## src/design/cpuPkg.sv

```systemverilog
package cpuPkg;

  // ==================================================
  // Base types
  // ==================================================
  typedef logic [31:0] wordT;   // Data, address or instruction word
  typedef logic [4:0]  regIdxT; // Register index

  typedef enum logic [2:0] {
    aluAdd,
    aluSub,
    aluAnd,
    aluOr,
    aluXor,
    aluSlt,
    aluPassB // LUI
  } aluOpE;

  typedef enum logic [1:0] {
    wbAlu,
    wbMem,
    wbPcPlus4
  } wbSelE;

  typedef enum logic [1:0] {
    fwdNone,
    fwdFromMem,
    fwdFromWb
  } fwdSelE;

  // ==================================================
  // Control and stage structs
  // ==================================================
  typedef struct packed {
    logic  regWrite;
    logic  memRead;
    logic  memWrite;
    logic  branch;
    logic  branchNe; // BNE when set, BEQ otherwise
    logic  jump;
    logic  aSrcPc;
    logic  bSrcImm;
    aluOpE aluOp;
    wbSelE wbSel;
  } ctrlT;

  typedef struct packed {
    wordT pc;
    wordT instr;
  } ifIdT;

  typedef struct packed {
    ctrlT   ctrl;
    wordT   pc;
    wordT   rs1Data;
    wordT   rs2Data;
    wordT   imm;
    regIdxT rs1;
    regIdxT rs2;
    regIdxT rd;
  } idExT;

  typedef struct packed {
    ctrlT   ctrl;
    wordT   pc;
    wordT   aluResult;
    wordT   storeData;
    regIdxT rd;
  } exMemT;

  typedef struct packed {
    logic   regWrite;
    wbSelE  wbSel;
    wordT   pc;
    wordT   aluResult;
    wordT   memData;
    regIdxT rd;
  } memWbT;

  // ==================================================
  // Encodings
  // ==================================================
  localparam wordT nopInstr = 32'h0000_0013; // ADDI x0,x0,0

  localparam logic [6:0] opLui    = 7'b0110111;
  localparam logic [6:0] opOpImm  = 7'b0010011;
  localparam logic [6:0] opOp     = 7'b0110011;
  localparam logic [6:0] opLoad   = 7'b0000011;
  localparam logic [6:0] opStore  = 7'b0100011;
  localparam logic [6:0] opBranch = 7'b1100011;
  localparam logic [6:0] opJal    = 7'b1101111;

endpackage
```

## src/design/cpuTop.sv

```systemverilog
`timescale 1ns/10ps

module cpuTop #(
  parameter cpuPkg::wordT resetPc = 32'h0000_0000
) (
  input  logic           clk,
  input  logic           rst,
  output cpuPkg::wordT   imemAddr_o,
  input  cpuPkg::wordT   imemData_i,
  output cpuPkg::wordT   dmemAddr_o,
  output cpuPkg::wordT   dmemWdata_o,
  output logic           dmemWe_o,
  input  cpuPkg::wordT   dmemRdata_i,
  output logic           wbValid_o,
  output cpuPkg::regIdxT wbRd_o,
  output cpuPkg::wordT   wbData_o
);

  localparam cpuPkg::ifIdT ifIdBubble = '{pc: '0, instr: cpuPkg::nopInstr};

  cpuPkg::wordT   pc;
  cpuPkg::ifIdT   ifIdD, ifIdQ;
  cpuPkg::idExT   idExD, idExQ;
  cpuPkg::exMemT  exMemD, exMemQ;
  cpuPkg::memWbT  memWbD, memWbQ;
  cpuPkg::ctrlT   idCtrl;
  cpuPkg::regIdxT idRs1, idRs2, idRd;
  cpuPkg::wordT   idImm, rs1Data, rs2Data;
  cpuPkg::fwdSelE fwdA, fwdB;
  cpuPkg::wordT   aluResult, storeData, redirectPc, memFwd, wbData;
  logic           redirect, stall, flush;

  // ==================================================
  // Fetch and decode
  // ==================================================
  fetchUnit #(.resetPc(resetPc)) fetch (
    .clk(clk), .rst(rst), .stall_i(stall), .redirect_i(redirect),
    .redirectPc_i(redirectPc), .pc_o(pc)
  );

  assign imemAddr_o = pc;
  assign ifIdD      = '{pc: pc, instr: imemData_i};

  pipeReg #(.stageT(cpuPkg::ifIdT), .bubble(ifIdBubble)) ifIdReg (
    .clk(clk), .rst(rst), .stall_i(stall), .flush_i(flush), .d_i(ifIdD), .q_o(ifIdQ)
  );

  controlDecoder decoder (
    .instr_i(ifIdQ.instr), .ctrl_o(idCtrl), .rs1_o(idRs1), .rs2_o(idRs2),
    .rd_o(idRd), .imm_o(idImm)
  );

  regFile rf (
    .clk(clk), .rst(rst), .rs1_i(idRs1), .rs2_i(idRs2), .rd_i(memWbQ.rd),
    .we_i(memWbQ.regWrite), .wdata_i(wbData), .rs1Data_o(rs1Data), .rs2Data_o(rs2Data)
  );

  assign idExD = '{ctrl: idCtrl, pc: ifIdQ.pc, rs1Data: rs1Data, rs2Data: rs2Data,
                   imm: idImm, rs1: idRs1, rs2: idRs2, rd: idRd};

  // Load-use stall turns into a bubble here
  pipeReg #(.stageT(cpuPkg::idExT), .bubble('0)) idExReg (
    .clk(clk), .rst(rst), .stall_i(1'b0), .flush_i(flush || stall), .d_i(idExD), .q_o(idExQ)
  );

  // ==================================================
  // Execute and memory
  // ==================================================
  executeUnit execute (
    .idEx_i(idExQ), .fwdA_i(fwdA), .fwdB_i(fwdB), .memFwd_i(memFwd), .wbFwd_i(wbData),
    .aluResult_o(aluResult), .storeData_o(storeData),
    .redirect_o(redirect), .redirectPc_o(redirectPc)
  );

  hazardUnit hazard (
    .clk(clk), .rst(rst), .idRs1_i(idRs1), .idRs2_i(idRs2), .idEx_i(idExQ),
    .exMem_i(exMemQ), .memWb_i(memWbQ), .redirect_i(redirect),
    .fwdA_o(fwdA), .fwdB_o(fwdB), .stall_o(stall), .flush_o(flush)
  );

  assign exMemD = '{ctrl: idExQ.ctrl, pc: idExQ.pc, aluResult: aluResult,
                    storeData: storeData, rd: idExQ.rd};

  pipeReg #(.stageT(cpuPkg::exMemT), .bubble('0)) exMemReg (
    .clk(clk), .rst(rst), .stall_i(1'b0), .flush_i(1'b0), .d_i(exMemD), .q_o(exMemQ)
  );

  assign dmemAddr_o  = exMemQ.aluResult;
  assign dmemWdata_o = exMemQ.storeData;
  assign dmemWe_o    = exMemQ.ctrl.memWrite; // One strobe per store
  assign memFwd      = (exMemQ.ctrl.wbSel == cpuPkg::wbPcPlus4) ?
                       exMemQ.pc + 32'd4 : exMemQ.aluResult;

  assign memWbD = '{regWrite: exMemQ.ctrl.regWrite, wbSel: exMemQ.ctrl.wbSel,
                    pc: exMemQ.pc, aluResult: exMemQ.aluResult,
                    memData: dmemRdata_i, rd: exMemQ.rd};

  pipeReg #(.stageT(cpuPkg::memWbT), .bubble('0)) memWbReg (
    .clk(clk), .rst(rst), .stall_i(1'b0), .flush_i(1'b0), .d_i(memWbD), .q_o(memWbQ)
  );

  // ==================================================
  // Writeback and trace
  // ==================================================
  always_comb begin
    case (memWbQ.wbSel)
      cpuPkg::wbMem:     wbData = memWbQ.memData;
      cpuPkg::wbPcPlus4: wbData = memWbQ.pc + 32'd4;
      default:           wbData = memWbQ.aluResult;
    endcase
  end

  assign wbValid_o = memWbQ.regWrite && memWbQ.rd != '0;
  assign wbRd_o    = memWbQ.rd;
  assign wbData_o  = wbData;

endmodule

```

## src/design/hazardUnit.sv

```systemverilog
`timescale 1ns/10ps

module hazardUnit (
  input  logic           clk,
  input  logic           rst,
  input  cpuPkg::regIdxT idRs1_i,
  input  cpuPkg::regIdxT idRs2_i,
  input  cpuPkg::idExT   idEx_i,
  input  cpuPkg::exMemT  exMem_i,
  input  cpuPkg::memWbT  memWb_i,
  input  logic           redirect_i,
  output cpuPkg::fwdSelE fwdA_o,
  output cpuPkg::fwdSelE fwdB_o,
  output logic           stall_o,
  output logic           flush_o
);

  logic loadUse;

  // Youngest producer wins
  function automatic cpuPkg::fwdSelE pickFwd(
    input cpuPkg::regIdxT src,
    input cpuPkg::exMemT  exMem,
    input cpuPkg::memWbT  memWb
  );
    if (src != '0 && exMem.ctrl.regWrite && exMem.rd == src) begin
      return cpuPkg::fwdFromMem;
    end else if (src != '0 && memWb.regWrite && memWb.rd == src) begin
      return cpuPkg::fwdFromWb;
    end
    return cpuPkg::fwdNone;
  endfunction

  assign fwdA_o = pickFwd(idEx_i.rs1, exMem_i, memWb_i);
  assign fwdB_o = pickFwd(idEx_i.rs2, exMem_i, memWb_i);

  // ==================================================
  // Load-use stall and flush
  // ==================================================
  assign loadUse = idEx_i.ctrl.memRead && idEx_i.rd != '0 &&
                   (idEx_i.rd == idRs1_i || idEx_i.rd == idRs2_i);

  assign flush_o = redirect_i;
  assign stall_o = loadUse && !redirect_i; // Flushed load-use pair needs no stall

  // The bubble behind a stalled load ends the stall after one cycle
  stallOneCycle: assert property (
    @(posedge clk) disable iff (rst) stall_o |=> !stall_o
  );

endmodule

```

## src/design/executeUnit.sv

```systemverilog
`timescale 1ns/10ps

module executeUnit (
  input  cpuPkg::idExT   idEx_i,
  input  cpuPkg::fwdSelE fwdA_i,
  input  cpuPkg::fwdSelE fwdB_i,
  input  cpuPkg::wordT   memFwd_i,
  input  cpuPkg::wordT   wbFwd_i,
  output cpuPkg::wordT   aluResult_o,
  output cpuPkg::wordT   storeData_o,
  output logic           redirect_o,
  output cpuPkg::wordT   redirectPc_o
);

  cpuPkg::wordT rs1Val;
  cpuPkg::wordT rs2Val;
  cpuPkg::wordT opA;
  cpuPkg::wordT opB;
  logic         equal;
  logic         taken;

  // ==================================================
  // Operand forwarding
  // ==================================================
  always_comb begin
    case (fwdA_i)
      cpuPkg::fwdFromMem: rs1Val = memFwd_i;
      cpuPkg::fwdFromWb:  rs1Val = wbFwd_i;
      default:            rs1Val = idEx_i.rs1Data;
    endcase
    case (fwdB_i)
      cpuPkg::fwdFromMem: rs2Val = memFwd_i;
      cpuPkg::fwdFromWb:  rs2Val = wbFwd_i;
      default:            rs2Val = idEx_i.rs2Data;
    endcase
  end

  assign opA = idEx_i.ctrl.aSrcPc ? idEx_i.pc : rs1Val;
  assign opB = idEx_i.ctrl.bSrcImm ? idEx_i.imm : rs2Val;

  // ==================================================
  // ALU
  // ==================================================
  always_comb begin
    case (idEx_i.ctrl.aluOp)
      cpuPkg::aluSub:   aluResult_o = opA - opB;
      cpuPkg::aluAnd:   aluResult_o = opA & opB;
      cpuPkg::aluOr:    aluResult_o = opA | opB;
      cpuPkg::aluXor:   aluResult_o = opA ^ opB;
      cpuPkg::aluSlt:   aluResult_o = {31'b0, $signed(opA) < $signed(opB)};
      cpuPkg::aluPassB: aluResult_o = opB;
      default:          aluResult_o = opA + opB;
    endcase
  end

  assign storeData_o = rs2Val; // SW data after forwarding

  // Branch compare and target
  assign equal        = (rs1Val == rs2Val);
  assign taken        = idEx_i.ctrl.branch && (idEx_i.ctrl.branchNe ? !equal : equal);
  assign redirect_o   = taken || idEx_i.ctrl.jump;
  assign redirectPc_o = idEx_i.pc + idEx_i.imm;

endmodule

```

## src/design/regFile.sv

```systemverilog
`timescale 1ns/10ps

module regFile (
  input  logic           clk,
  input  logic           rst,
  input  cpuPkg::regIdxT rs1_i,
  input  cpuPkg::regIdxT rs2_i,
  input  cpuPkg::regIdxT rd_i,
  input  logic           we_i,
  input  cpuPkg::wordT   wdata_i,
  output cpuPkg::wordT   rs1Data_o,
  output cpuPkg::wordT   rs2Data_o
);

  cpuPkg::wordT regs [32];

  always_ff @(posedge clk) begin
    if (rst) begin
      for (int i = 0; i < 32; i++) begin
        regs[i] <= '0;
      end
    end else if (we_i && rd_i != '0) begin
      regs[rd_i] <= wdata_i;
    end
  end

  // Same-cycle writeback is visible to decode
  always_comb begin
    if (rs1_i == '0) begin
      rs1Data_o = '0;
    end else if (we_i && rd_i == rs1_i) begin
      rs1Data_o = wdata_i;
    end else begin
      rs1Data_o = regs[rs1_i];
    end
    if (rs2_i == '0) begin
      rs2Data_o = '0;
    end else if (we_i && rd_i == rs2_i) begin
      rs2Data_o = wdata_i;
    end else begin
      rs2Data_o = regs[rs2_i];
    end
  end

endmodule

```

## src/design/controlDecoder.sv

```systemverilog
`timescale 1ns/10ps

module controlDecoder (
  input  cpuPkg::wordT   instr_i,
  output cpuPkg::ctrlT   ctrl_o,
  output cpuPkg::regIdxT rs1_o,
  output cpuPkg::regIdxT rs2_o,
  output cpuPkg::regIdxT rd_o,
  output cpuPkg::wordT   imm_o
);

  logic [6:0] opcode;
  logic [2:0] funct3;
  logic [6:0] funct7;
  logic       useRs1;
  logic       useRs2;

  assign opcode = instr_i[6:0];
  assign funct3 = instr_i[14:12];
  assign funct7 = instr_i[31:25];

  // ==================================================
  // Control
  // ==================================================
  always_comb begin
    ctrl_o = '0; // Unknown opcodes retire as a bubble
    useRs1 = 1'b0;
    useRs2 = 1'b0;
    imm_o  = '0;
    case (opcode)
      cpuPkg::opLui: begin
        ctrl_o.regWrite = 1'b1;
        ctrl_o.bSrcImm  = 1'b1;
        ctrl_o.aluOp    = cpuPkg::aluPassB;
        imm_o           = {instr_i[31:12], 12'b0};
      end
      cpuPkg::opOpImm: begin
        if (funct3 == 3'b000) begin // ADDI only
          ctrl_o.regWrite = 1'b1;
          ctrl_o.bSrcImm  = 1'b1;
          useRs1          = 1'b1;
        end
        imm_o = {{20{instr_i[31]}}, instr_i[31:20]};
      end
      cpuPkg::opOp: begin
        ctrl_o.regWrite = 1'b1;
        useRs1          = 1'b1;
        useRs2          = 1'b1;
        case (funct3)
          3'b000:  ctrl_o.aluOp = (funct7 == 7'b0100000) ? cpuPkg::aluSub : cpuPkg::aluAdd;
          3'b111:  ctrl_o.aluOp = cpuPkg::aluAnd;
          3'b110:  ctrl_o.aluOp = cpuPkg::aluOr;
          3'b100:  ctrl_o.aluOp = cpuPkg::aluXor;
          3'b010:  ctrl_o.aluOp = cpuPkg::aluSlt;
          default: ctrl_o.regWrite = 1'b0;
        endcase
      end
      cpuPkg::opLoad: begin
        if (funct3 == 3'b010) begin // Word access only
          ctrl_o.regWrite = 1'b1;
          ctrl_o.memRead  = 1'b1;
          ctrl_o.bSrcImm  = 1'b1;
          ctrl_o.wbSel    = cpuPkg::wbMem;
          useRs1          = 1'b1;
        end
        imm_o = {{20{instr_i[31]}}, instr_i[31:20]};
      end
      cpuPkg::opStore: begin
        if (funct3 == 3'b010) begin
          ctrl_o.memWrite = 1'b1;
          ctrl_o.bSrcImm  = 1'b1;
          useRs1          = 1'b1;
          useRs2          = 1'b1;
        end
        imm_o = {{20{instr_i[31]}}, instr_i[31:25], instr_i[11:7]};
      end
      cpuPkg::opBranch: begin
        if (funct3 == 3'b000 || funct3 == 3'b001) begin
          ctrl_o.branch   = 1'b1;
          ctrl_o.branchNe = funct3[0];
          useRs1          = 1'b1;
          useRs2          = 1'b1;
        end
        imm_o = {{19{instr_i[31]}}, instr_i[31], instr_i[7],
                 instr_i[30:25], instr_i[11:8], 1'b0};
      end
      cpuPkg::opJal: begin
        ctrl_o.regWrite = 1'b1;
        ctrl_o.jump     = 1'b1;
        ctrl_o.aSrcPc   = 1'b1; // ALU sees pc + imm
        ctrl_o.bSrcImm  = 1'b1;
        ctrl_o.wbSel    = cpuPkg::wbPcPlus4;
        imm_o = {{11{instr_i[31]}}, instr_i[31], instr_i[19:12],
                 instr_i[20], instr_i[30:21], 1'b0};
      end
      default: ;
    endcase
  end

  // Unused source fields read as x0 so they never stall or forward
  assign rs1_o = useRs1 ? instr_i[19:15] : '0;
  assign rs2_o = useRs2 ? instr_i[24:20] : '0;
  assign rd_o  = instr_i[11:7];

endmodule

```

## src/design/fetchUnit.sv

```systemverilog
`timescale 1ns/10ps

module fetchUnit #(
  parameter cpuPkg::wordT resetPc = 32'h0000_0000
) (
  input  logic         clk,
  input  logic         rst,
  input  logic         stall_i,
  input  logic         redirect_i,
  input  cpuPkg::wordT redirectPc_i,
  output cpuPkg::wordT pc_o
);

  cpuPkg::wordT pc;

  always_ff @(posedge clk) begin
    if (rst) begin
      pc <= resetPc;
    end else if (redirect_i) begin
      pc <= redirectPc_i; // Taken branch or JAL wins over a stall
    end else if (!stall_i) begin
      pc <= pc + 32'd4;
    end
  end

  assign pc_o = pc;

  // Branch and jump targets from execute keep fetch on word boundaries
  pcAligned: assert property (
    @(posedge clk) disable iff (rst) pc_o[1:0] == 2'b00
  );

endmodule

```

## src/design/pipeReg.sv

```systemverilog
`timescale 1ns/10ps

module pipeReg #(
  parameter type  stageT = logic [0:0],
  parameter stageT bubble = stageT'(0)
) (
  input  logic  clk,
  input  logic  rst,
  input  logic  stall_i,
  input  logic  flush_i,
  input  stageT d_i,
  output stageT q_o
);

  stageT q;

  always_ff @(posedge clk) begin
    if (rst || flush_i) begin
      q <= bubble;
    end else if (!stall_i) begin
      q <= d_i;
    end
    // Stall keeps the current stage contents
  end

  assign q_o = q;

endmodule

```

## config.mk

```make
export PLATFORM = sky130hd
export DESIGN_NAME = cpuTop
export DESIGN_NICKNAME = d
export VERILOG_FILES = /design/src/design/cpuPkg.sv /design/src/design/cpuTop.sv /design/src/design/hazardUnit.sv /design/src/design/executeUnit.sv /design/src/design/regFile.sv /design/src/design/controlDecoder.sv /design/src/design/fetchUnit.sv /design/src/design/pipeReg.sv
export SDC_FILE = /design/constraint.sdc
export NUM_CORES = 2
export LEC_CHECK = 0
export BUFFER_PORTS_ARGS = -buffer_cell sky130_fd_sc_hd__buf_2
export CELL_PAD_IN_SITES_DETAIL_PLACEMENT = 0
export CELL_PAD_IN_SITES_GLOBAL_PLACEMENT = 2
export CORE_ASPECT_RATIO = 1.25
export CORE_MARGIN = 4
export CORE_UTILIZATION = 42
export CTS_CLUSTER_DIAMETER = 80
export CTS_CLUSTER_SIZE = 10
export DETAILED_ROUTE_END_ITERATION = 10
export GPL_TIMING_DRIVEN = 0
export HOLD_SLACK_MARGIN = 0.06
export PLACE_DENSITY_LB_ADDON = 0.1
export SLEW_MARGIN = 30
export SYNTH_ARGS = -nofsm -noshare
export SYNTH_HDL_FRONTEND = slang
export SYNTH_SLANG_ARGS = --single-unit
```

## constraint.sdc

```tcl
create_clock -name clk -period 7.9 [get_ports clk]
set_clock_uncertainty 0.15 [all_clocks]
set_input_delay 1.185 -clock clk [delete_from_list [all_inputs] [get_ports clk]]
set_output_delay 1.185 -clock clk [all_outputs]
set_load 0.02 [all_outputs]
```

==> summary.txt <==
Placed design
  • Placed cell count: 10,995
  • Post-DP HPWL: 367 mm
  • Routability Congestion: 1.12
  • Port-buffer cells: 200
  • Dpl ws: -2.15 ns

STA
  • Worst slew margin: 12.1%
  • Fin. Hold Viols: 0
  • Min Clock Period, post-route: 7.88 ns
  • Slew at the pin closest to its max-slew limit: 1.31 ns
  • Unrepaired setup endpoints after global routing: no
  • Tcrit/Tclk final: 99.7%
  • Max Slew Vio Count: 0
  • Worst setup margin: 0.0215 ns
  • Max frequency: 127 MHz
  • Final setup fails: 0

Die
  • Die Y: 498 um
  • Core ar.: 191,000 um^2
  • I/O pins: 201
  • Initial Utilization: 42.3%
  • Row count: 179
  • Die area: 199,000 um^2
  • Die X: 400 um

Yosys
  • Post-synth ARST share: 0%
  • Yosys warning total: 0
  • Synthesized instance count: 8,173
  • Netlist cell types: 98
  • #FFs+latches synth: 1,483
  • Sequential share of the synthesized area: 49.5%
  • Synthesized area: 80,700 um^2
  • Top FF cell, synth: edfxtp_1
  • Syn_area_per_cell: 9.87 um^2
  • Number of synthesized flops with an enable pin: 1,024

Critical path
  • WS Path Type: reg2reg
  • Type of destination of the critical path: flop
  • Crit path from: ifIdReg.q_o[3]
  • Reg2Reg Launch Point: ifIdReg.q_o[3]
  • CP Launch Type: flop
  • Critical path arrival: 8.44 ns
  • Max FO, Critical Path: 10
  • CP required: 8.47 ns

Cells and area
  • Synth-to-Final Area Change: 13.6%
  • Non-Filler Instances: 11,251
  • # nets final: 8,825
  • Share of cells above drive strength 1: 15.5%
  • Commonest non-fill, non-tap cell in the layout: nor2_1
  • Most frequent cells in the layout: 1,433 x nor2_1, 1,024 x edfxtp_1, 740 x nand2_1

Power
  • Combinational share of power: 12.1%
  • Sw Pwr: 0.00524 W
  • Pwr dens: 200 nW/um^2
  • Pint: 0.0131 W
  • Sw frac: 28.6%
  • Clk network pwr share: 40.4%
  • Sequential share of power: 47.5%
  • Lkg Pwr: 32.5 nW
  • Worst VDD drop: 0.254 mV

Global route
  • Number of global-route vias before repair: 71,847
  • First-pass GRT wire length: 629 mm
  • Initial antenna violation count: 56
  • Overflow after GRT: 0
  • GRT Total Usage: 46.7%
  • Largest net degree at the start of global routing: 33

Clock network
  • CTS max path bufs: 3
  • H-tree depth: 4
  • CTS sink cnt: 1,483
  • Clock slew seen by the registers of the worst setup and hold paths: 0.06 ns
  • Root buffer cell: clkbuf_16
  • Post-CTS Hold Buffers: 0
  • Clk_lat worst skew: 0.89 ns
  • CTS tree: built
  • CTS Buf Count: 169

Min path
  • HP Start: idExReg.q_o[155]
  • Worst hold path type: reg2reg

Detailed routing
  • DR vias/cell: 6.74
  • Antenna-violating nets left: 0
  • Drt first pass iters: 9
  • Detailed-route DRC error count: 0
  • Vias: 75,810
  • Iter 0 DRT Violations: 11,755
  • Overall routed net length: 480 mm
  • Drt wl/cell: 42.7 um

Flow run
  • MaxCap Viol Count: 0

Run status
  • Status: completed
per-layer routing:
metal | track usage (%) | wire (um) | up-vias
met5 | 0.0489 | 173 | -
li1 | - | - | 30628
met3 | 15.4 | 54400 | 1893
met2 | 70.7 | 209000 | 5938
met4 | 46.1 | 61100 | 16
met1 | 50.5 | 156000 | 37335
critical path: stages, from the launching register on:
cell and delay (ns):
dfxtp_1 0.35, nor4bb_1 0.77, nand2b_1 0.10, clkbuf_1 0.26, o32ai_1 0.46, buf_2 0.33
and2_1 0.16, clkbuf_1 0.82, buf_2 0.64, nor2_1 0.39, clkbuf_1 0.43, a222oi_1 0.46
nor2_1 0.08, a211oi_1 0.88, a21oi_1 0.31, nand2_1 0.33, o311ai_0 0.36, o21ai_0 0.34
nor2_1 0.07
through the flow:
stage	TNS [ns]	util, %	power (W)	instance area, um^2	hold slack [ns]
after CTS	0	47.9	0.0181	91400	0.304
after global placement	-40.22	44.5	0.0109	85000	0.290
after global routing	0	48.0	0.0186	91600	0.308
after detailed placement	-20.60	45.4	0.0109	86600	0.285
final	0	48.1	0.0184	91700	0.299
after floorplan	0	-	0.00983	80800	0.264
power groups by stage:
stage | combinational [W] | sequential [W] | clock (W)
2_1_floorplan | 0.00106 | 0.00877 | 0
3_3_place_gp | 0.00199 | 0.00887 | 0
3_5_place_dp | 0.00206 | 0.00887 | 0
4_1_cts | 0.00208 | 0.00871 | 0.00734
5_1_grt | 0.00221 | 0.00873 | 0.00764
6_report | 0.00222 | 0.00872 | 0.00742
logic make-up after synthesis:
family | after synthesis | share of synthesized area [%]
and+or+nand+nor | 3004 | 16.3
AOI/OAI and AO/OA | 1787 | 15.3
DFF | 1483 | 49.5
buffers and inverters | 987 | 5.07
muxes | 570 | 9.52
xor gates and xnor gates | 215 | 2.33
adders and majority gates | 126 | 1.98
other | 1 | 0.00465
final cells by class:
| cell class | instances | area [um^2] |
|---|---|---|
| clock inverter | 21 | 437 |
| multi-input combinational | 5734 | 37700 |
| tap | 2534 | 3170 |
| inverter | 157 | 589 |
| fill | 18339 | 99100 |
| sequential | 1483 | 39900 |
| clock buffer | 197 | 4360 |
| buffer | 825 | 3670 |
| antenna | 36 | 90.1 |
| timing repair buffer | 264 | 1800 |
worst paths after layout:
path | endpoint | slack (ns) | cells past startpoint
max | idExReg.q_o[102] | 0.02 | 18
min | exMemReg.q_o[113] | 0.30 | 1
max reg2reg | idExReg.q_o[102] | 0.02 | 18
min reg2reg | exMemReg.q_o[113] | 0.30 | 1
cells in the mapped netlist, types with 30 or more instances:
cell	count	area (um^2)
and3_1	69	432
clkbuf_1	647	2430
a222oi_1	53	531
nand2_1	772	2900
nor2b_1	170	1060
o221ai_1	152	1330
dfxtp_1	459	9190
xor2_1	77	674
buf_4	80	601
ha_1	122	1530
nor4_1	57	357
o31ai_1	30	225
nand2b_1	43	269
and2_1	40	250
a21oi_1	331	1660
mux2_2	296	3330
xnor2_1	138	1210
o211ai_1	56	420
a31oi_1	200	1250
nand3_1	140	701
nand4_1	48	300
inv_1	157	589
o21ai_0	297	1490
buf_2	37	185
nor2_1	1440	5410
o311ai_0	31	272
nor3_1	104	521
edfxtp_1	1024	30700
mux2i_1	145	1450
buf_1	61	229
a21boi_0	59	443
a211oi_1	186	1400
a21o_1	35	263
mux4_2	128	2880
a221oi_1	114	998
registers in the layout, summed over array words and instances (netlist names):
| register | count |
|---|---|
| ifIdReg.q_o | 64 |
| fetch.pc_o | 32 |
| idExReg.q_o | 154 |
| memWbReg.q_o | 104 |
| rf.regs | 1024 |
| exMemReg.q_o | 105 |
repair_timing:
action	in CTS	in global routing
pin swaps	1	1
gates cloned	0	0
endpoints found under the hold margin	0	0
setup buffers	2	0
endpoints found under the setup margin	21	9
gates resized for setup	25	20
No activity file was read; power rests on OpenSTA's default activity.
